### src/verilog/gpio_bus_pkg.sv
// shared definitions for the gpio bus slave
// address map, wait counts, bus request and response structs,
// the gpo write struct and the 256-bit bank union
// files refer to these by scoped names

package gpio_bus_pkg;

	////////////////////////////////////////////////////////////////////////////
	// bus widths and bank geometry
	////////////////////////////////////////////////////////////////////////////

	localparam int data_w = 32;
	localparam int addr_w = 32;

	// words per bank, and bits to pick one
	localparam int gpio_words = 8;
	localparam int word_idx_w = 3;

	// byte offset bits below the word index
	localparam int idx_lsb = 2;
	// first address bit above one bank range
	localparam int range_lsb = idx_lsb + word_idx_w;

	////////////////////////////////////////////////////////////////////////////
	// address map
	////////////////////////////////////////////////////////////////////////////

	// gpo words, read and write
	localparam logic [addr_w-1:0] gpo_base = 32'h0100_0000;
	// gpi words, read only
	localparam logic [addr_w-1:0] gpi_base = 32'h0100_0020;

	////////////////////////////////////////////////////////////////////////////
	// wait states and controller encodings
	////////////////////////////////////////////////////////////////////////////

	// wait counter width, big enough for read_waits
	localparam int cnt_w = 3;

	// edges from acceptance to ready, acceptance counted
	localparam logic [cnt_w-1:0] write_waits = 3'd3;
	localparam logic [cnt_w-1:0] read_waits = 3'd4;

	// controller states
	localparam logic [1:0] st_idle = 2'd0;
	localparam logic [1:0] st_wait = 2'd1;
	localparam logic [1:0] st_done = 2'd2;

	////////////////////////////////////////////////////////////////////////////
	// bus and bank types
	////////////////////////////////////////////////////////////////////////////

	// request as held by the requester until ready
	typedef struct packed {
		logic [addr_w-1:0] addr;
		logic [data_w-1:0] write_data;
		logic rnw;
	} bus_req_t;

	// response, valid in the ready cycle only
	typedef struct packed {
		logic [data_w-1:0] read_data;
		logic error;
	} bus_rsp_t;

	// single word write into the output bank
	typedef struct packed {
		logic en;
		logic [word_idx_w-1:0] index;
		logic [data_w-1:0] data;
	} gpo_wr_t;

	// 256 gpio bits, flat for the pins or as eight words
	typedef union packed {
		logic [gpio_words*data_w-1:0] flat;
		logic [gpio_words-1:0][data_w-1:0] words;
	} gpio_bank_u;

endpackage : gpio_bus_pkg
### src/verilog/gpio_bus_slave.sv
// top of the gpio bus slave
// bus controller steering the gpo bank beside it,
// gp_op pins from the bank, gp_ip pins into the controller

`timescale 1ns/1ps

module gpio_bus_slave (
	input logic BUS_agnt_vi,
	input logic reset,
	// request channel
	input logic req_valid,
	input gpio_bus_pkg::bus_req_t req,
	output logic req_ready,
	// response, valid with ready
	output gpio_bus_pkg::bus_rsp_t rsp,
	// gpio pins
	output gpio_bus_pkg::gpio_bank_u gp_op,
	output logic [gpio_bus_pkg::gpio_words-1:0] gp_op_valid,
	input gpio_bus_pkg::gpio_bank_u gp_ip
);

	// controller to bank
	gpio_bus_pkg::gpo_wr_t gpo_wr;
	// bank contents, readback and pins
	gpio_bus_pkg::gpio_bank_u gpo_q;

	////////////////////////////////////////////////////////////////////////////
	// bus access controller
	////////////////////////////////////////////////////////////////////////////

	bus_access_ctrl ctrl_i (
		.BUS_agnt_vi (BUS_agnt_vi),
		.reset (reset),
		.req_valid (req_valid),
		.req (req),
		.req_ready (req_ready),
		.rsp (rsp),
		.gpo_wr (gpo_wr),
		.gpo_q (gpo_q),
		.gp_ip (gp_ip)
	);

	////////////////////////////////////////////////////////////////////////////
	// gpo register bank
	////////////////////////////////////////////////////////////////////////////

	gpo_reg_bank gpo_i (
		.BUS_agnt_vi (BUS_agnt_vi),
		.reset (reset),
		.gpo_wr (gpo_wr),
		.gpo_q (gpo_q),
		.gp_op_valid (gp_op_valid)
	);

	// pins take the flat view
	assign gp_op.flat = gpo_q.flat;

endmodule : gpio_bus_slave

### src/verilog/gpo_reg_bank.sv
// general purpose output bank of eight 32-bit words
// one word written per gpo_wr.en, visible one edge later
// together with a one-cycle strobe for that word

`timescale 1ns/1ps

module gpo_reg_bank (
	input logic BUS_agnt_vi,
	input logic reset,
	input gpio_bus_pkg::gpo_wr_t gpo_wr,
	output gpio_bus_pkg::gpio_bank_u gpo_q,
	output logic [gpio_bus_pkg::gpio_words-1:0] gp_op_valid
);

	// output words, pins come up at zero
	gpio_bus_pkg::gpio_bank_u bank_q;
	// per word strobe
	logic [gpio_bus_pkg::gpio_words-1:0] strobe_q;
	// one hot of the incoming index
	logic [gpio_bus_pkg::gpio_words-1:0] wr_onehot;

	assign wr_onehot = gpio_bus_pkg::gpio_words'(1) << gpo_wr.index;

	////////////////////////////////////////////////////////////////////////////
	// word storage
	////////////////////////////////////////////////////////////////////////////

	always_ff @(posedge BUS_agnt_vi) begin
		if (reset) begin
			bank_q.flat <= '0;
		end else if (gpo_wr.en) begin
			// only the indexed word moves
			bank_q.words[gpo_wr.index] <= gpo_wr.data;
		end
	end

	////////////////////////////////////////////////////////////////////////////
	// write strobes
	////////////////////////////////////////////////////////////////////////////

	always_ff @(posedge BUS_agnt_vi) begin
		if (reset) begin
			strobe_q <= '0;
		end else if (gpo_wr.en) begin
			strobe_q <= wr_onehot;
		end else begin
			// pulse lasts one cycle
			strobe_q <= '0;
		end
	end

	assign gpo_q = bank_q;
	assign gp_op_valid = strobe_q;

	// at most one strobe at a time
	strobe_onehot: assert property (@(posedge BUS_agnt_vi) disable iff (reset)
		$onehot0(gp_op_valid));

endmodule : gpo_reg_bank

### src/verilog/bus_access_ctrl.sv
// bus side of the gpio slave
// accepts one valid/ready request at a time, waits a fixed count,
// decodes the address and answers with ready plus the response
// gpo writes leave here one cycle ahead of ready

`timescale 1ns/1ps

module bus_access_ctrl (
	input logic BUS_agnt_vi,
	input logic reset,
	input logic req_valid,
	input gpio_bus_pkg::bus_req_t req,
	output logic req_ready,
	output gpio_bus_pkg::bus_rsp_t rsp,
	output gpio_bus_pkg::gpo_wr_t gpo_wr,
	input gpio_bus_pkg::gpio_bank_u gpo_q,
	input gpio_bus_pkg::gpio_bank_u gp_ip
);

	// fsm and wait counter
	logic [1:0] state_q;
	logic [gpio_bus_pkg::cnt_w-1:0] cnt_q;
	logic [gpio_bus_pkg::cnt_w-1:0] waits;
	logic last_wait;

	// request held from acceptance on
	gpio_bus_pkg::bus_req_t req_q;

	// decode of the held request
	logic in_gpo;
	logic in_gpi;
	logic unaligned;
	logic err;
	logic [gpio_bus_pkg::word_idx_w-1:0] idx;
	logic [gpio_bus_pkg::data_w-1:0] rd_word;

	// registered response
	logic ready_q;
	logic rsp_error_q;
	logic [gpio_bus_pkg::data_w-1:0] rsp_data_q;

	////////////////////////////////////////////////////////////////////////////
	// address decode
	////////////////////////////////////////////////////////////////////////////

	// upper bits pick the range, index below, byte offset at the bottom
	assign in_gpo = req_q.addr[gpio_bus_pkg::addr_w-1:gpio_bus_pkg::range_lsb] ==
		gpio_bus_pkg::gpo_base[gpio_bus_pkg::addr_w-1:gpio_bus_pkg::range_lsb];
	assign in_gpi = req_q.addr[gpio_bus_pkg::addr_w-1:gpio_bus_pkg::range_lsb] ==
		gpio_bus_pkg::gpi_base[gpio_bus_pkg::addr_w-1:gpio_bus_pkg::range_lsb];
	assign unaligned = |req_q.addr[gpio_bus_pkg::idx_lsb-1:0];
	assign idx = req_q.addr[gpio_bus_pkg::range_lsb-1:gpio_bus_pkg::idx_lsb];

	// outside map, bad alignment, or a write into read-only gpi
	assign err = !(in_gpo || in_gpi) || unaligned || (in_gpi && !req_q.rnw);

	// readback word, gpo bank or input pins
	assign rd_word = in_gpi ? gp_ip.words[idx] : gpo_q.words[idx];

	////////////////////////////////////////////////////////////////////////////
	// handshake and wait states
	////////////////////////////////////////////////////////////////////////////

	assign waits = req_q.rnw ? gpio_bus_pkg::read_waits : gpio_bus_pkg::write_waits;
	// edge that completes the wait count is the next one
	assign last_wait = (state_q == gpio_bus_pkg::st_wait) &&
		(cnt_q == waits - gpio_bus_pkg::cnt_w'(1));

	always_ff @(posedge BUS_agnt_vi) begin
		if (reset) begin
			state_q <= gpio_bus_pkg::st_idle;
			cnt_q <= '0;
			ready_q <= 1'b0;
			rsp_error_q <= 1'b0;
		end else begin
			// ready and error live for one cycle
			ready_q <= 1'b0;
			rsp_error_q <= 1'b0;
			case (state_q)
				gpio_bus_pkg::st_idle: begin
					if (req_valid) begin
						// acceptance edge is edge one
						state_q <= gpio_bus_pkg::st_wait;
						cnt_q <= gpio_bus_pkg::cnt_w'(1);
					end
				end
				gpio_bus_pkg::st_wait: begin
					if (last_wait) begin
						state_q <= gpio_bus_pkg::st_done;
						cnt_q <= '0;
						ready_q <= 1'b1;
						rsp_error_q <= err;
					end else begin
						cnt_q <= cnt_q + gpio_bus_pkg::cnt_w'(1);
					end
				end
				gpio_bus_pkg::st_done: begin
					// wait for requester to drop valid
					if (!req_valid) begin
						state_q <= gpio_bus_pkg::st_idle;
					end
				end
				default: begin
					state_q <= gpio_bus_pkg::st_idle;
					cnt_q <= '0;
				end
			endcase
		end
	end

	// request capture and read data
	always_ff @(posedge BUS_agnt_vi) begin
		if (state_q == gpio_bus_pkg::st_idle && req_valid) begin
			req_q <= req;
		end
		// good reads only, otherwise the last data stays
		if (last_wait && req_q.rnw && !err) begin
			rsp_data_q <= rd_word;
		end
	end

	assign req_ready = ready_q;
	assign rsp = '{read_data: rsp_data_q, error: rsp_error_q};

	////////////////////////////////////////////////////////////////////////////
	// gpo write, one cycle before ready
	////////////////////////////////////////////////////////////////////////////

	always_comb begin
		gpo_wr.en = last_wait && !req_q.rnw && !err;
		gpo_wr.index = idx;
		gpo_wr.data = req_q.write_data;
	end

	////////////////////////////////////////////////////////////////////////////
	// checks
	////////////////////////////////////////////////////////////////////////////

	// one ready pulse per request
	ready_single: assert property (@(posedge BUS_agnt_vi) disable iff (reset)
		req_ready |=> !req_ready);

	// bank write only for a held write request, and ready follows
	gpo_wr_is_write: assert property (@(posedge BUS_agnt_vi) disable iff (reset)
		gpo_wr.en |-> (req_valid && !req.rnw) ##1 req_ready);

	// held request is frozen while counting
	req_held: assert property (@(posedge BUS_agnt_vi) disable iff (reset)
		state_q == gpio_bus_pkg::st_wait |=> $stable(req_q));

endmodule : bus_access_ctrl

### config.mk
export PLATFORM = sky130hd
export DESIGN_NAME = gpio_bus_slave
export DESIGN_NICKNAME = d
export VERILOG_FILES = /design/src/verilog/gpio_bus_pkg.sv /design/src/verilog/gpio_bus_slave.sv /design/src/verilog/gpo_reg_bank.sv /design/src/verilog/bus_access_ctrl.sv
export SDC_FILE = /design/constraint.sdc
export NUM_CORES = 1
export LEC_CHECK = 0
export BUFFER_PORTS_ARGS = -buffer_cell sky130_fd_sc_hd__buf_2
export CORE_AREA = 2 2 241 243
export CTS_CLUSTER_SIZE = 8
export DETAILED_ROUTE_END_ITERATION = 10
export DIE_AREA = 0 0 243 245
export GPL_ROUTABILITY_DRIVEN = 0
export SLEW_MARGIN = 5
export SYNTH_ARGS = -nofsm -noshare
export SYNTH_HDL_FRONTEND = slang
export SYNTH_HIERARCHICAL = 1
export SYNTH_SLANG_ARGS = --single-unit
### constraint.sdc
create_clock -name BUS_agnt_vi -period 5.5 [get_ports BUS_agnt_vi]
set_input_delay 0.275 -clock BUS_agnt_vi [delete_from_list [all_inputs] [get_ports BUS_agnt_vi]]
set_output_delay 0.275 -clock BUS_agnt_vi [all_outputs]
set_load 0.01 [all_outputs]
Word level (Yosys, flattened, before mapping)
Cells that the tools add are included.
{"block": "word_totals", "reg_bits": 368, "input_bits": 324, "out_inout_bits": 298}
{"block": "classes", "addsub": 2, "order_cmp": 2, "n_eq_ne": 8, "shift": 1, "muxes": 17, "bitwise_logic": 4, "n_reduce_logical": 21}
{"operator": "$bwmux W256", "n": 1}
{"operator": "$bmux W32 S3", "n": 2}
{"operator": "$mux W32", "n": 4}
{"operator": "$demux W32 S3", "n": 1}
{"operator": "$eq A27 B20 Y1 const B", "n": 2}
{"operator": "$mux W3", "n": 3}
{"operator": "$pmux W3 S3", "n": 1}
{"operator": "$logic_and A1 B1 Y1", "n": 8}
{"operator": "$shl A1 B3 Y8 const A", "n": 1}
{"operator": "$mux W2", "n": 3}
{"operator": "$pmux W2 S3", "n": 1}
{"operator": "$reduce_or A2 Y1", "n": 3}
{"operator": "$lt A3 B4 Y1 const B", "n": 1}
{"operator": "$ne A2 B2 Y1 const B", "n": 2}
{"operator": "$not A1 Y1", "n": 4}
{"operator": "$add A3 B1 Y3 const B", "n": 1}
{"operator": "$eq A3 B3 Y1", "n": 1}
{"operator": "$ge A3 B1 Y1 const B", "n": 1}
{"operator": "$logic_not A1 Y1", "n": 3}
{"operator": "$logic_or A1 B1 Y1", "n": 3}
{"operator": "$reduce_and A3 Y1", "n": 1}
{"operator": "$reduce_or A3 Y1", "n": 1}
{"operator": "$sub A3 B1 Y3 const B", "n": 1}
{"operator": "$eq A2 B1 Y1 const B", "n": 1}
{"operator": "other kinds (5)", "n": 5}

Depth between registers and ports, before layout
Gate-level depths: netlist of run 1.
{"block": "logic_depth", "word_depth": 9, "depth_mapped": 9, "ltp_nobuf": 6}

Hierarchy
The synthesis of run 1 kept the hierarchy.
{"mod": "gpo_reg_bank", "n_inst": 1, "cells_each": 928, "area_per_inst_um2": 10258.6}
{"mod": "bus_access_ctrl", "n_inst": 1, "cells_each": 444, "area_per_inst_um2": 7674.9}

Worst setup path before layout of run 1
Ideal clock, no wire load.
{"block": "synth_timing", "kind": "register -> register", "from": "register ctrl_i.state_q[0]", "to": "register ctrl_i.req_q, in the netlist ctrl_i/gpo_wr[0], enable pin", "arrival_time_ns": 5.146, "required_time_ns": 4.917, "setup_slack_ns": -0.229, "path_stages_with_launch": 2, "path_cell_list": "dfxtp_1 nor3b_1"}
{"block": "synth_via", "elab_chain_cells": 2}
{"element": "start: declaration", "line": "bus_access_ctrl.sv:21", "source": "logic [1:0] state_q;"}
{"element": "start signal: assignment", "line": "bus_access_ctrl.sv:71", "source": "state_q <= gpio_bus_pkg::st_idle;"}
{"element": "start signal: assignment", "line": "bus_access_ctrl.sv:83", "source": "state_q <= gpio_bus_pkg::st_wait;"}
{"element": "start signal: assignment", "line": "bus_access_ctrl.sv:89", "source": "state_q <= gpio_bus_pkg::st_done;"}
{"element": "$logic_not A2 Y1", "line": "bus_access_ctrl.sv:113", "source": "if (state_q == gpio_bus_pkg::st_idle && req_valid) begin"}
{"element": "$logic_and A1 B1 Y1", "line": "bus_access_ctrl.sv:113"}
{"element": "end signal: assignment", "line": "bus_access_ctrl.sv:114", "source": "req_q <= req;"}
{"element": "end: declaration", "line": "bus_access_ctrl.sv:27", "source": "gpio_bus_pkg::bus_req_t req_q;"}
Every way passes these cells.
A chain may end at the register's enable or synchronous reset.

==> results of run 1 <==
-- worst register-to-register path: stages (launching register included) --
cell and delay (ns):
sky130_fd_sc_hd__edfxtp_1 0.37, sky130_fd_sc_hd__nor4_1 0.44, sky130_fd_sc_hd__nand4_1 0.32, sky130_fd_sc_hd__nor2_1 0.22
sky130_fd_sc_hd__nor4b_2 0.27, sky130_fd_sc_hd__buf_4 0.27, sky130_fd_sc_hd__nand4bb_4 0.84, sky130_fd_sc_hd__mux2i_1 0.46
-- power by group --
group / switching, mW / leakage [nW] / internal, mW
Clock: 1.22 / 0.725 / 1.80
Sequential: 0.0139 / 3.18 / 2.82
Combinational: 0.263 / 7.39 / 0.291
-- placed cells by master, fill, tap and decap left out, types with 4 or more instances in the layout --
cell                              n
sky130_fd_sc_hd__mux2i_1        352
sky130_fd_sc_hd__dlygate4sd3_1   66
sky130_fd_sc_hd__dfxtp_1        271
sky130_fd_sc_hd__nand4_1          4
sky130_fd_sc_hd__clkbuf_1        39
sky130_fd_sc_hd__buf_2          620
sky130_fd_sc_hd__mux4_2         128
sky130_fd_sc_hd__clkbuf_16       53
sky130_fd_sc_hd__edfxtp_1        97
sky130_fd_sc_hd__nor4_1           5
sky130_fd_sc_hd__nor2_1          15
sky130_fd_sc_hd__buf_12           4
sky130_fd_sc_hd__nand2b_1       292
sky130_fd_sc_hd__buf_4           13
-- final cells by class --
class,count,area [µm²],area share [%]
Multi-Input combinational cell,831,8706,37.06
Sequential cell,368,8338,35.49
Timing Repair Buffer,704,3953,16.82
Clock buffer,92,1473,6.269
Tap cell,765,957.2,4.074
Clock inverter,4,56.30,0.2397
Inverter,2,7.507,0.03196
Antenna cell,1,2.502,0.01065
-- layer usage --
metal | up-vias | part of all wire [%] | global-route usage (%)
li1 | 6114 | - | -
met1 | 6761 | 41 | 24.83
met2 | 493 | 50 | 35.17
met3 | 91 | 6.7 | 5.062
met4 | 4 | 2.6 | 5.936
met5 | - | 0.043 | 0
-- metrics by stage --
stage	instance area [µm²]	hold WS [ns]	power [mW]	std cells	utilization, %
floorplan	17940	0.3441	3.216	1372	-
global placement	21300	0.4521	3.395	2604	37.35
detailed placement	21300	0.4531	3.406	2604	37.35
CTS	23490	0.2129	6.486	2766	41.19
global route	23490	0.2509	6.636	2767	41.19
finish	23490	0.2149	6.403	2767	41.19
-- state kept, by name, indices dropped and copies added (netlist names) --
signal / cells
gpo_i/gpo_q: 256
ctrl_i/state_q: 2
ctrl_i/gpo_wr: 35
gpo_i/gp_op_valid: 8
ctrl_i/req_ready: 1
ctrl_i/req_q: 30
ctrl_i/rsp_error_q: 1
ctrl_i/cnt_q: 3
ctrl_i/rsp_data_q: 32
-- logic make-up after synthesis --
kind of cell,count (synthesis),synth area share [%]
multiplexers,480,35.72
AO/OA/AOI/OAI,9,0.3210
adder cells (fa/ha/maj),1,0.06976
AND/OR/NAND/NOR,340,11.95
XOR/XNOR,1,0.04885
flip-flops,368,46.49
buffers and inverters,173,5.393
-- path summary, 6_finish.rpt --
check	startpoint	endpoint	slack, ns	cells past startpoint
setup / recovery	ctrl_i/req_q[43]	gpo_i/gpo_q[48]	2.20	7
hold reg to reg	gpo_i/gpo_q[214]	gpo_i/gpo_q[214]	0.48	2
hold / removal	reset	ctrl_i/cnt_q[1]	0.21	2
setup reg to reg	ctrl_i/req_q[43]	gpo_i/gpo_q[48]	2.20	7
-- what timing repair did --
item	4_1_cts	5_1_grt
setup endpoints to repair	0	0
endpoints found under the hold margin	66	0
hold buffers	66	0
==> flow_summary.html, run 1 <==
<table>
<tr><th>Metric</th><th>Value</th></tr>
<tr><th colspan="2">Logic synthesis</th></tr>
<tr><td>Number of flops mapped to enable cells by yosys</td><td>97</td></tr>
<tr><td>Number of warnings issued by yosys</td><td>6</td></tr>
<tr><td>Cell type with the highest aggregate area in the netlist</td><td>sky130_fd_sc_hd__dfxtp_1</td></tr>
<tr><td>Sequential share of the synthesized area</td><td>46.49%</td></tr>
<tr><td>Most instantiated library cell after synthesis</td><td>sky130_fd_sc_hd__mux2i_1</td></tr>
<tr><td>Top-area cell type share of the netlist area</td><td>30.25%</td></tr>
<tr><td>Synth Area per Inst</td><td>13.07 µm²</td></tr>
<tr><td>Post-synthesis cell area</td><td>17930 µm²</td></tr>
<tr><td>Proportion of synthesized flip-flops having asynchronous set or reset</td><td>0%</td></tr>
<tr><td>Gate Count Post-Synth</td><td>1372</td></tr>
<tr><td>Leading post-synthesis cells by instance count</td><td>352 x sky130_fd_sc_hd__mux2i_1, 292 x sky130_fd_sc_hd__nand2b_1, 271 x sky130_fd_sc_hd__dfxtp_1</td></tr>
<tr><td>Number of flip-flops and latches in the synthesized netlist</td><td>368</td></tr>
<tr><td>Cell variety after synth</td><td>38</td></tr>
<tr><td>Synth top area cells</td><td>sky130_fd_sc_hd__dfxtp_1 30%, sky130_fd_sc_hd__mux2i_1 20%, sky130_fd_sc_hd__edfxtp_1 16%</td></tr>
<tr><td>Post-synth top flop</td><td>sky130_fd_sc_hd__dfxtp_1</td></tr>
<tr><td>Syn Nets</td><td>1697</td></tr>
<tr><th colspan="2">GRT</th></tr>
<tr><td>Total track usage</td><td>20.26%</td></tr>
<tr><td>Number of global-route vias before repair</td><td>14073</td></tr>
<tr><td>Largest net degree at the start of global routing</td><td>151</td></tr>
<tr><td>Number of antenna violations at the first check in global routing</td><td>6</td></tr>
<tr><td>Global-route wire length before repair</td><td>91.45 mm</td></tr>
<tr><td>Grt total ovfl</td><td>0</td></tr>
<tr><th colspan="2">Clocking</th></tr>
<tr><td>Number of buffers added by the clock tree synthesis step</td><td>52</td></tr>
<tr><td>Insertion delay to the later sink of the worst-skew pair</td><td>0.59 ns</td></tr>
<tr><td>Clock-pin slew reported for the worst setup and hold paths after clock tree synthesis</td><td>0.05 ns</td></tr>
<tr><td>TritonCTS clock tree</td><td>yes</td></tr>
<tr><td>Post-cts gate resize count</td><td>0</td></tr>
<tr><td>CTS Root Cell</td><td>sky130_fd_sc_hd__clkbuf_16</td></tr>
<tr><td>Post-CTS setup buffer count</td><td>0</td></tr>
<tr><td>Clock Sink Count</td><td>368</td></tr>
<tr><td>CTS H-Tree Depth</td><td>2</td></tr>
<tr><td>Clk buf depth</td><td>3</td></tr>
<tr><th colspan="2">Worst setup path</th></tr>
<tr><td>Endpoint required time on the critical path</td><td>5.96 ns</td></tr>
<tr><td>Crit-path cells</td><td>nor4_1 -&gt; nand4_1 -&gt; nor2_1 -&gt; nor4b_2 -&gt; buf_4 -&gt; nand4bb_4 -&gt; mux2i_1</td></tr>
<tr><td>Crit path buffers/inverters</td><td>1</td></tr>
<tr><td>Type of the worst setup path</td><td>reg2reg</td></tr>
<tr><td>Element type at the critical path end</td><td>flip-flop</td></tr>
<tr><td>Kind of launch point of the worst setup path</td><td>flip-flop</td></tr>
<tr><td>Cell class contributing the biggest share of worst-path delay</td><td>simple AND/OR/NAND/NOR gates</td></tr>
<tr><td>Maximum cell stage delay along the critical path</td><td>0.83 ns</td></tr>
<tr><td>Standard cell with the maximum stage delay on the critical path</td><td>sky130_fd_sc_hd__nand4bb_4</td></tr>
<tr><td>Largest fanout of any net on the critical path</td><td>32</td></tr>
<tr><td>Worst path arrival time</td><td>3.77 ns</td></tr>
<tr><th colspan="2">STA</th></tr>
<tr><td>Worst Clk Skew</td><td>0.03646 ns</td></tr>
<tr><td>Max Clk Rate</td><td>0.3026 GHz</td></tr>
<tr><td>Worst slew margin relative to its limit</td><td>28.83%</td></tr>
<tr><td>Number of hold violations in the final report</td><td>0</td></tr>
<tr><td>Count of final max-slew check failures</td><td>0</td></tr>
<tr><td>RSZ-0062 raised after global routing</td><td>no</td></tr>
<tr><td>Final cycle utilization of the critical path</td><td>60.09%</td></tr>
<tr><td>Sum of negative setup slack</td><td>0 ns</td></tr>
<tr><td>Slew at the pin closest to its max-slew limit</td><td>1.065 ns</td></tr>
<tr><td>Least setup slack across all paths after layout</td><td>2.195 ns</td></tr>
<tr><td>Post-route minimum period</td><td>3.305 ns</td></tr>
<tr><td>Final setup viols</td><td>0</td></tr>
<tr><th colspan="2">Floorplanning</th></tr>
<tr><td>I/O pin total</td><td>622</td></tr>
<tr><td>Overall die height</td><td>245 µm</td></tr>
<tr><td>Effective utilization at floorplan</td><td>31.44%</td></tr>
<tr><td>Total die area</td><td>59540 µm²</td></tr>
<tr><td>Row count</td><td>88</td></tr>
<tr><td>Die span in x</td><td>243 µm</td></tr>
<tr><td>Area of the core</td><td>57030 µm²</td></tr>
<tr><th colspan="2">Routing</th></tr>
<tr><td>Number of DRC violations after detailed-routing iteration 0</td><td>803</td></tr>
<tr><td>Wire length after detailed routing</td><td>62.98 mm</td></tr>
<tr><td>Antenna Violating Nets Remaining</td><td>0</td></tr>
<tr><td>Drc violations</td><td>0</td></tr>
<tr><td>Routed via count divided by cell count</td><td>4.866</td></tr>
<tr><td>Routed wire per std cell</td><td>22.76 µm</td></tr>
<tr><td>Routed vias</td><td>13463</td></tr>
<tr><td>Drt first pass iters</td><td>5</td></tr>
<tr><th colspan="2">Layout</th></tr>
<tr><td>Final-stage net count</td><td>2284</td></tr>
<tr><td>Fraction of layout instances using a drive strength above 1</td><td>41.68%</td></tr>
<tr><td>Filler Cell Count</td><td>5421</td></tr>
<tr><td>Post-synthesis to final-layout area growth</td><td>31.00%</td></tr>
<tr><th colspan="2">Flow run</th></tr>
<tr><td>Number of maximum-capacitance violations</td><td>0</td></tr>
<tr><th colspan="2">Power and ir drop</th></tr>
<tr><td>Lkg Pwr</td><td>11.29 nW</td></tr>
<tr><td>P per Cell Area</td><td>272.5 nW/µm²</td></tr>
<tr><td>Maximum ir drop on the vdd rail</td><td>0.0002410 V</td></tr>
<tr><th colspan="2">Placed design</th></tr>
<tr><td>Input/output buffers</td><td>621</td></tr>
<tr><td>HPWL after detailed placement</td><td>44.48 mm</td></tr>
<tr><td>Worst slack after detailed placement</td><td>2.279 ns</td></tr>
<tr><th colspan="2">Run status</th></tr>
<tr><td>Run status</td><td>completed</td></tr>
<tr><th colspan="2">Worst hold path</th></tr>
<tr><td>Hold WC Path Type</td><td>in2reg</td></tr>
</table>
Note: power is estimated with default switching activity, not from simulation.
==> run 2: changes to the inputs <==
--- a/config.mk
+++ b/config.mk
@@ -5,11 +5,12 @@
 export SDC_FILE = /design/constraint.sdc
 export NUM_CORES = 1
 export LEC_CHECK = 0
+export ABC_AREA = 1
 export BUFFER_PORTS_ARGS = -buffer_cell sky130_fd_sc_hd__buf_2
-export CORE_AREA = 2 2 241 243
+export CORE_AREA = 2 2 243 245
 export CTS_CLUSTER_SIZE = 8
 export DETAILED_ROUTE_END_ITERATION = 10
-export DIE_AREA = 0 0 243 245
+export DIE_AREA = 0 0 245 247
 export GPL_ROUTABILITY_DRIVEN = 0
 export SLEW_MARGIN = 5
 export SYNTH_ARGS = -nofsm -noshare
==> constraint.sdc (replaced) <==
create_clock -name BUS_agnt_vi -period 3 [get_ports BUS_agnt_vi]
set_input_delay 0.15 -clock BUS_agnt_vi [delete_from_list [all_inputs] [get_ports BUS_agnt_vi]]
set_output_delay 0.15 -clock BUS_agnt_vi [all_outputs]
set_load 0.01 [all_outputs]
==> flow_summary.html, run 2 <==
<table>
<tr><th>Metric</th><th>Value</th></tr>
<tr><th colspan="2">Power and ir drop</th></tr>
<tr><td>Lkg Pwr</td><td>11.89 nW</td></tr>
<tr><td>Maximum ir drop on the vdd rail</td><td>0.0005173 V</td></tr>
<tr><td>Switching Power</td><td>3.299 mW</td></tr>
<tr><td>Logic pwr share</td><td>13.0%</td></tr>
<tr><td>Fraction of power spent switching nets</td><td>26.92%</td></tr>
<tr><td>Sequential fraction of design power</td><td>42.5%</td></tr>
<tr><td>Clk pwr share</td><td>44.5%</td></tr>
<tr><td>Internal power</td><td>8.958 mW</td></tr>
<tr><td>P per Cell Area</td><td>489.3 nW/µm²</td></tr>
<tr><th colspan="2">Logic synthesis</th></tr>
<tr><td>Synth Area per Inst</td><td>6.710 µm²</td></tr>
<tr><td>Cell variety after synth</td><td>31</td></tr>
<tr><td>Gate Count Post-Synth</td><td>2892</td></tr>
<tr><td>Post-synthesis cell area</td><td>19400 µm²</td></tr>
<tr><td>Syn Nets</td><td>3217</td></tr>
<tr><td>Number of flops mapped to enable cells by yosys</td><td>97</td></tr>
<tr><td>Synth top area cells</td><td>sky130_fd_sc_hd__dfxtp_1 28%, sky130_fd_sc_hd__nor2_1 17%, sky130_fd_sc_hd__edfxtp_1 15%</td></tr>
<tr><td>Proportion of synthesized flip-flops having asynchronous set or reset</td><td>0%</td></tr>
<tr><td>Top-area cell type share of the netlist area</td><td>27.96%</td></tr>
<tr><td>Most instantiated library cell after synthesis</td><td>sky130_fd_sc_hd__nor2_1</td></tr>
<tr><td>Sequential share of the synthesized area</td><td>42.97%</td></tr>
<tr><td>Number of flip-flops and latches in the synthesized netlist</td><td>368</td></tr>
<tr><td>Leading post-synthesis cells by instance count</td><td>896 x sky130_fd_sc_hd__nor2_1, 606 x sky130_fd_sc_hd__nand2_1, 332 x sky130_fd_sc_hd__nand3_1</td></tr>
<tr><td>Post-synth top flop</td><td>sky130_fd_sc_hd__dfxtp_1</td></tr>
<tr><td>Number of warnings issued by yosys</td><td>6</td></tr>
<tr><td>Cell type with the highest aggregate area in the netlist</td><td>sky130_fd_sc_hd__dfxtp_1</td></tr>
<tr><th colspan="2">Placed design</th></tr>
<tr><td>Input/output buffers</td><td>621</td></tr>
<tr><td>Post-placement cell count</td><td>4092</td></tr>
<tr><td>HPWL after detailed placement</td><td>57.65 mm</td></tr>
<tr><th colspan="2">Routing</th></tr>
<tr><td>Routed wire per std cell</td><td>19.57 µm</td></tr>
<tr><td>Number of DRC violations after detailed-routing iteration 0</td><td>1770</td></tr>
<tr><td>Antenna Violating Nets Remaining</td><td>0</td></tr>
<tr><td>Routed vias</td><td>20828</td></tr>
<tr><td>Drc violations</td><td>0</td></tr>
<tr><td>Drt first pass iters</td><td>5</td></tr>
<tr><td>Routed via count divided by cell count</td><td>4.900</td></tr>
<tr><td>Wire length after detailed routing</td><td>83.18 mm</td></tr>
<tr><th colspan="2">Worst setup path</th></tr>
<tr><td>Worst path arrival time</td><td>3.16 ns</td></tr>
<tr><td>Maximum cell stage delay along the critical path</td><td>0.41 ns</td></tr>
<tr><td>Standard cell with the maximum stage delay on the critical path</td><td>sky130_fd_sc_hd__edfxtp_1</td></tr>
<tr><td>Element type at the critical path end</td><td>flip-flop</td></tr>
<tr><td>Crit-path cells</td><td>inv_1 -&gt; nand2_1 -&gt; a21oi_1 -&gt; inv_1 -&gt; nor2_1 -&gt; nand2_1 -&gt; nor2_1 -&gt; nand2_4 -&gt; clkinv_2 -&gt; buf_12 -&gt; nand3_1 -&gt; nand2_1 -&gt; nor2_1</td></tr>
<tr><td>Cell class contributing the biggest share of worst-path delay</td><td>simple AND/OR/NAND/NOR gates</td></tr>
<tr><td>Kind of launch point of the worst setup path</td><td>flip-flop</td></tr>
<tr><td>Endpoint required time on the critical path</td><td>3.48 ns</td></tr>
<tr><td>Crit path buffers/inverters</td><td>4</td></tr>
<tr><td>Largest fanout of any net on the critical path</td><td>37</td></tr>
<tr><td>Type of the worst setup path</td><td>reg2reg</td></tr>
<tr><th colspan="2">STA</th></tr>
<tr><td>Worst Clk Skew</td><td>0.01450 ns</td></tr>
<tr><td>Sum of negative setup slack</td><td>0 ns</td></tr>
<tr><td>Slew at the pin closest to its max-slew limit</td><td>0.8231 ns</td></tr>
<tr><td>Post-route minimum period</td><td>2.684 ns</td></tr>
<tr><td>Count of final max-slew check failures</td><td>0</td></tr>
<tr><td>Worst slew margin relative to its limit</td><td>45.12%</td></tr>
<tr><td>Number of hold violations in the final report</td><td>0</td></tr>
<tr><td>Max Clk Rate</td><td>0.3726 GHz</td></tr>
<tr><td>Final cycle utilization of the critical path</td><td>89.46%</td></tr>
<tr><td>RSZ-0062 raised after global routing</td><td>no</td></tr>
<tr><td>Final setup viols</td><td>0</td></tr>
<tr><th colspan="2">Layout</th></tr>
<tr><td>Fraction of layout instances using a drive strength above 1</td><td>22.36%</td></tr>
<tr><td>Max FFs per register</td><td>256</td></tr>
<tr><td>Final cell count without fillers</td><td>4251</td></tr>
<tr><td>Final-stage net count</td><td>3766</td></tr>
<tr><td>Post-synthesis to final-layout area growth</td><td>29.08%</td></tr>
<tr><td>Top library cells by usage in the layout, fill and taps aside</td><td>894 x sky130_fd_sc_hd__nor2_1, 621 x sky130_fd_sc_hd__buf_2, 605 x sky130_fd_sc_hd__nand2_1, 332 x sky130_fd_sc_hd__nand3_1, 271 x sky130_fd_sc_hd__dfxtp_1</td></tr>
<tr><td>Most common library cell in the layout ignoring fill and taps</td><td>sky130_fd_sc_hd__nor2_1</td></tr>
<tr><th colspan="2">Clocking</th></tr>
<tr><td>Post-CTS setup buffer count</td><td>0</td></tr>
<tr><td>TritonCTS clock tree</td><td>yes</td></tr>
<tr><td>Number of buffers added by the clock tree synthesis step</td><td>52</td></tr>
<tr><td>Clock Sink Count</td><td>368</td></tr>
<tr><td>CTS H-Tree Depth</td><td>2</td></tr>
<tr><td>Post-cts gate resize count</td><td>0</td></tr>
<tr><td>Insertion delay to the later sink of the worst-skew pair</td><td>0.59 ns</td></tr>
<tr><td>Clock-pin slew reported for the worst setup and hold paths after clock tree synthesis</td><td>0.06 ns</td></tr>
<tr><td>CTS Root Cell</td><td>sky130_fd_sc_hd__clkbuf_16</td></tr>
<tr><td>Clk buf depth</td><td>3</td></tr>
<tr><td>Hold buffers post-CTS</td><td>68</td></tr>
<tr><th colspan="2">Floorplanning</th></tr>
<tr><td>Row count</td><td>89</td></tr>
<tr><td>Effective utilization at floorplan</td><td>33.32%</td></tr>
<tr><td>Total die area</td><td>60520 µm²</td></tr>
<tr><td>Overall die height</td><td>247 µm</td></tr>
<tr><td>Area of the core</td><td>58240 µm²</td></tr>
<tr><td>Die span in x</td><td>245 µm</td></tr>
<tr><td>I/O pin total</td><td>622</td></tr>
<tr><th colspan="2">GRT</th></tr>
<tr><td>Global-route wire length before repair</td><td>120.3 mm</td></tr>
<tr><td>Largest net degree at the start of global routing</td><td>126</td></tr>
<tr><td>Number of antenna violations at the first check in global routing</td><td>11</td></tr>
<tr><td>Number of global-route vias before repair</td><td>18911</td></tr>
<tr><td>Total track usage</td><td>26.34%</td></tr>
<tr><td>Grt total ovfl</td><td>0</td></tr>
<tr><th colspan="2">Run status</th></tr>
<tr><td>Run status</td><td>completed</td></tr>
<tr><th colspan="2">Flow run</th></tr>
<tr><td>Number of maximum-capacitance violations</td><td>0</td></tr>
<tr><th colspan="2">Worst hold path</th></tr>
<tr><td>Hold WC Path Type</td><td>in2reg</td></tr>
</table>
[run 2: cell types whose count changed after synthesis, moves of 153 or more]
cell and change:
sky130_fd_sc_hd__mux2i_1 -352, sky130_fd_sc_hd__nand2b_1 -292, sky130_fd_sc_hd__nand3_1 +332, sky130_fd_sc_hd__o21ai_0 +153, sky130_fd_sc_hd__nand2_1 +604, sky130_fd_sc_hd__nor2_1 +881
[run 2: area by class of cell]
cell class | instances | area (µm²)
clock buffers | 79 | 1413
fillers | 6121 | 33190
well taps | 773 | 967.2
inverters | 147 | 573.1
flip-flops and latches | 368 | 8338
diodes | 8 | 20.02
clock inverters | 4 | 53.80
repair buffers | 735 | 4447
multi-input cells | 2137 | 9236
[run 2: through the flow]
step / cell area (µm²) / worst slack [ns] / hold WS [ns] / total power [mW] / util, %
after global routing: 25050 / 0.009595 / 0.09450 / 12.72 / 43.01
final: 25050 / 0.3161 / 0.08001 / 12.26 / 43.01
after CTS: 25030 / 0.3141 / 0.04782 / 12.32 / 42.97
after global placement: 22880 / 0.3820 / 0.3264 / 6.812 / 39.29
after detailed placement: 22880 / 0.3473 / 0.3281 / 6.819 / 39.29
after floorplan: 19410 / 0.3736 / 0.2191 / 6.246 / -
[run 2: worst reg2reg max path, cell delays in order, from the launching register on]
cell and delay, ns:
sky130_fd_sc_hd__edfxtp_1 0.41, sky130_fd_sc_hd__inv_1 0.11, sky130_fd_sc_hd__nand2_1 0.06, sky130_fd_sc_hd__a21oi_1 0.16
sky130_fd_sc_hd__inv_1 0.08, sky130_fd_sc_hd__nor2_1 0.17, sky130_fd_sc_hd__nand2_1 0.07, sky130_fd_sc_hd__nor2_1 0.38
sky130_fd_sc_hd__nand2_4 0.19, sky130_fd_sc_hd__clkinv_2 0.40, sky130_fd_sc_hd__buf_12 0.30, sky130_fd_sc_hd__nand3_1 0.12
sky130_fd_sc_hd__nand2_1 0.08, sky130_fd_sc_hd__nor2_1 0.04
[run 2: worst paths after layout]
check / cells after the start / startpoint / slack (ns) / to
setup / recovery: 13 / ctrl_i/req_q[0] / 0.32 / gpo_i/gpo_q[167]
hold / removal: 7 / gp_ip[248] / 0.08 / ctrl_i/rsp_data_q[24]
setup reg to reg: 13 / ctrl_i/req_q[0] / 0.32 / gpo_i/gpo_q[167]
hold reg to reg: 2 / gpo_i/gpo_q[131] / 0.49 / gpo_i/gpo_q[131]
[run 2: logic make-up after synthesis]
logic type | share of synthesized area (%)
and+or+nand+nor | 38.49
buffers and inverters | 9.839
DFF | 42.97
AOI/OAI and AO/OA | 8.589
xor gates and xnor gates | 0.04514
adders and majority gates | 0.06447
[run 2: power by group through the flow]
stage	clock (mW)	sequential [mW]	combinational [mW]
finish	5.46	5.21	1.59
global route	5.76	5.21	1.76
CTS	5.53	5.21	1.58
detailed placement	0	5.31	1.51
global placement	0	5.30	1.51
floorplan	0	5.30	0.946
[run 2: metal layers]
layer / up-vias / part of all wire (%) / GRT usage, %
met5: - / 0 / 0
met4: 0 / 3.7 / 10.87
met3: 132 / 8.7 / 5.904
met2: 896 / 46 / 42.91
met1: 9546 / 41 / 33.65
li1: 10254 / - / -
==> run 3: changes to the inputs <==
--- a/config.mk
+++ b/config.mk
@@ -12,6 +12,7 @@
 export DETAILED_ROUTE_END_ITERATION = 10
 export DIE_AREA = 0 0 245 247
 export GPL_ROUTABILITY_DRIVEN = 0
+export RECOVER_POWER = 100
 export SLEW_MARGIN = 5
 export SYNTH_ARGS = -nofsm -noshare
 export SYNTH_HDL_FRONTEND = slang
==> flow_summary.html, run 3 (synthesis results as in run 2) <==
<table>
<tr><th>Metric</th><th>Value</th></tr>
<tr><th colspan="2">Run status</th></tr>
<tr><td>Run status</td><td>finished, violations left</td></tr>
<tr><td>Violations in the final reports</td><td>max-capacitance violations, max-slew violations</td></tr>
<tr><th colspan="2">Placed design</th></tr>
<tr><td>HPWL after detailed placement</td><td>57.65 mm</td></tr>
<tr><td>Post-Place Cell Area</td><td>22880 µm²</td></tr>
<tr><td>Input/output buffers</td><td>621</td></tr>
<tr><th colspan="2">STA</th></tr>
<tr><td>Final setup viols</td><td>0</td></tr>
<tr><td>Max Clk Rate</td><td>0.3523 GHz</td></tr>
<tr><td>Post-route minimum period</td><td>2.839 ns</td></tr>
<tr><td>Sum of negative setup slack</td><td>0 ns</td></tr>
<tr><td>Worst Clk Skew</td><td>0.01600 ns</td></tr>
<tr><td>Slew at the pin closest to its max-slew limit</td><td>1.591 ns</td></tr>
<tr><td>Number of hold violations in the final report</td><td>0</td></tr>
<tr><td>Worst slew margin relative to its limit</td><td>-6.057%</td></tr>
<tr><td>Count of final max-slew check failures</td><td>60</td></tr>
<tr><td>RSZ-0062 raised after global routing</td><td>no</td></tr>
<tr><td>Final cycle utilization of the critical path</td><td>94.62%</td></tr>
<tr><td>Min Hold Slack</td><td>0.07539 ns</td></tr>
<tr><th colspan="2">Layout</th></tr>
<tr><td>Final-stage net count</td><td>3766</td></tr>
<tr><td>Final instance area</td><td>24590 µm²</td></tr>
<tr><td>Most common library cell in the layout ignoring fill and taps</td><td>sky130_fd_sc_hd__nor2_1</td></tr>
<tr><td>Fraction of layout instances using a drive strength above 1</td><td>13.49%</td></tr>
<tr><td>Post-synthesis to final-layout area growth</td><td>26.73%</td></tr>
<tr><td>Max FFs per register</td><td>256</td></tr>
<tr><td>Share of the core filled with cells</td><td>42.23%</td></tr>
<tr><td>Top library cells by usage in the layout, fill and taps aside</td><td>895 x sky130_fd_sc_hd__nor2_1, 605 x sky130_fd_sc_hd__nand2_1, 333 x sky130_fd_sc_hd__clkbuf_1, 332 x sky130_fd_sc_hd__nand3_1, 316 x sky130_fd_sc_hd__buf_2</td></tr>
<tr><th colspan="2">Floorplanning</th></tr>
<tr><td>I/O pin total</td><td>622</td></tr>
<tr><td>Row count</td><td>89</td></tr>
<tr><td>Die span in x</td><td>245 µm</td></tr>
<tr><td>Total die area</td><td>60520 µm²</td></tr>
<tr><td>Overall die height</td><td>247 µm</td></tr>
<tr><td>Area of the core</td><td>58240 µm²</td></tr>
<tr><td>Effective utilization at floorplan</td><td>33.32%</td></tr>
<tr><th colspan="2">Worst setup path</th></tr>
<tr><td>Worst path arrival time</td><td>3.17 ns</td></tr>
<tr><td>Element type at the critical path end</td><td>flip-flop</td></tr>
<tr><td>Maximum cell stage delay along the critical path</td><td>0.70 ns</td></tr>
<tr><td>Standard cell with the maximum stage delay on the critical path</td><td>sky130_fd_sc_hd__inv_4</td></tr>
<tr><td>Crit path buffers/inverters</td><td>2</td></tr>
<tr><td>Largest fanout of any net on the critical path</td><td>58</td></tr>
<tr><td>Crit-path cells</td><td>inv_4 -&gt; clkbuf_4 -&gt; nor2_1 -&gt; o21ai_0 -&gt; nand2_1 -&gt; nand2_1 -&gt; nand2_1 -&gt; nand2_1 -&gt; nand2_1</td></tr>
<tr><td>Endpoint required time on the critical path</td><td>3.33 ns</td></tr>
<tr><td>Type of the worst setup path</td><td>reg2reg</td></tr>
<tr><td>Cell class contributing the biggest share of worst-path delay</td><td>buffers and inverters</td></tr>
<tr><td>Cell with the most instances on the worst path</td><td>sky130_fd_sc_hd__nand2_1</td></tr>
<tr><td>Kind of launch point of the worst setup path</td><td>flip-flop</td></tr>
<tr><th colspan="2">Clocking</th></tr>
<tr><td>Clock-pin slew reported for the worst setup and hold paths after clock tree synthesis</td><td>0.05 ns</td></tr>
<tr><td>CTS H-Tree Depth</td><td>2</td></tr>
<tr><td>Post-CTS setup buffer count</td><td>0</td></tr>
<tr><td>TritonCTS clock tree</td><td>yes</td></tr>
<tr><td>Clock Sink Count</td><td>368</td></tr>
<tr><td>CTS Root Cell</td><td>sky130_fd_sc_hd__clkbuf_16</td></tr>
<tr><td>Clk buf depth</td><td>3</td></tr>
<tr><td>Insertion delay to the later sink of the worst-skew pair</td><td>0.59 ns</td></tr>
<tr><td>Number of buffers added by the clock tree synthesis step</td><td>52</td></tr>
<tr><th colspan="2">Power and ir drop</th></tr>
<tr><td>P per Cell Area</td><td>497.7 nW/µm²</td></tr>
<tr><td>Lkg Pwr</td><td>10.58 nW</td></tr>
<tr><td>Maximum ir drop on the vdd rail</td><td>0.0005122 V</td></tr>
<tr><td>Total power consumption of the routed design</td><td>12.24 mW</td></tr>
<tr><th colspan="2">GRT</th></tr>
<tr><td>Total track usage</td><td>26.34%</td></tr>
<tr><td>Global-route wire length before repair</td><td>120.3 mm</td></tr>
<tr><td>Grt total ovfl</td><td>0</td></tr>
<tr><td>Largest net degree at the start of global routing</td><td>126</td></tr>
<tr><td>Number of antenna violations at the first check in global routing</td><td>11</td></tr>
<tr><td>Number of global-route vias before repair</td><td>18911</td></tr>
<tr><th colspan="2">Routing</th></tr>
<tr><td>Drc violations</td><td>0</td></tr>
<tr><td>Routed wire per std cell</td><td>19.55 µm</td></tr>
<tr><td>Antenna Violating Nets Remaining</td><td>0</td></tr>
<tr><td>Drt first pass iters</td><td>7</td></tr>
<tr><td>Routed vias</td><td>20757</td></tr>
<tr><td>Routed via count divided by cell count</td><td>4.883</td></tr>
<tr><td>Wire length after detailed routing</td><td>83.11 mm</td></tr>
<tr><td>Number of DRC violations after detailed-routing iteration 0</td><td>1803</td></tr>
<tr><th colspan="2">Flow run</th></tr>
<tr><td>Number of maximum-capacitance violations</td><td>1</td></tr>
<tr><th colspan="2">Worst hold path</th></tr>
<tr><td>Hold WC Path Type</td><td>in2reg</td></tr>
</table>
-- run 3: area by class of cell --
class / count / area [µm²]
Fill cell: 6230 / 33650
Timing Repair Buffer: 735 / 4004
Multi-Input combinational cell: 2137 / 9229
Clock inverter: 4 / 53.80
Sequential cell: 368 / 8338
Tap cell: 773 / 967.2
Antenna cell: 8 / 20.02
Inverter: 147 / 568.0
Clock buffer: 79 / 1413
-- run 3: worst min-delay path: cells and delay by family --
| kind | cells | cell delay, ns |
|---|---|---|
| buf+inv | 1 | 0.07 |
| compound gates | 1 | 0.07 |
| simple gates | 5 | 0.27 |
-- run 3: where the power goes --
| group | internal (mW) | switching [mW] | total [mW] |
|---|---|---|---|
| logic | 0.557 | 1.02 | 1.58 |
| registers | 5.18 | 0.0253 | 5.21 |
| clock network | 3.21 | 2.24 | 5.45 |
-- run 3: final timing paths --
| check | end | slack (ns) | depth (start not counted) | start |
|---|---|---|---|---|
| max | ctrl_i/rsp_data_q[9] | 0.16 | 9 | ctrl_i/gpo_wr[33] |
| min | ctrl_i/rsp_data_q[27] | 0.08 | 7 | gp_ip[123] |
| max reg2reg | ctrl_i/rsp_data_q[9] | 0.16 | 9 | ctrl_i/gpo_wr[33] |
| min reg2reg | gpo_i/gpo_q[131] | 0.50 | 2 | gpo_i/gpo_q[131] |
-- run 3: metal layers --
metal / vias up / global-route usage (%) / wire length (µm)
li1: 10262 / - / -
met1: 9501 / 33.65 / 34560
met3: 131 / 5.904 / 6909
met5: - / 0 / 0
met4: 0 / 10.87 / 2964
met2: 863 / 42.91 / 38680
-- run 3: metrics by stage --
| step | instances | setup slack (ns) |
|---|---|---|
| floorplan | 2892 | 0.3736 |
| global placement | 4092 | 0.3820 |
| detailed placement | 4092 | 0.3473 |
| CTS | 4243 | 0.3141 |
| global route | 4251 | 0.009595 |
| finish | 4251 | 0.1613 |
-- run 3: repair_timing --
| action | 4_1_cts | 5_1_grt |
|---|---|---|
| resized for setup | 0 | 0 |
| hold endpoints to repair | 71 | 0 |
| hold buffers | 68 | 0 |
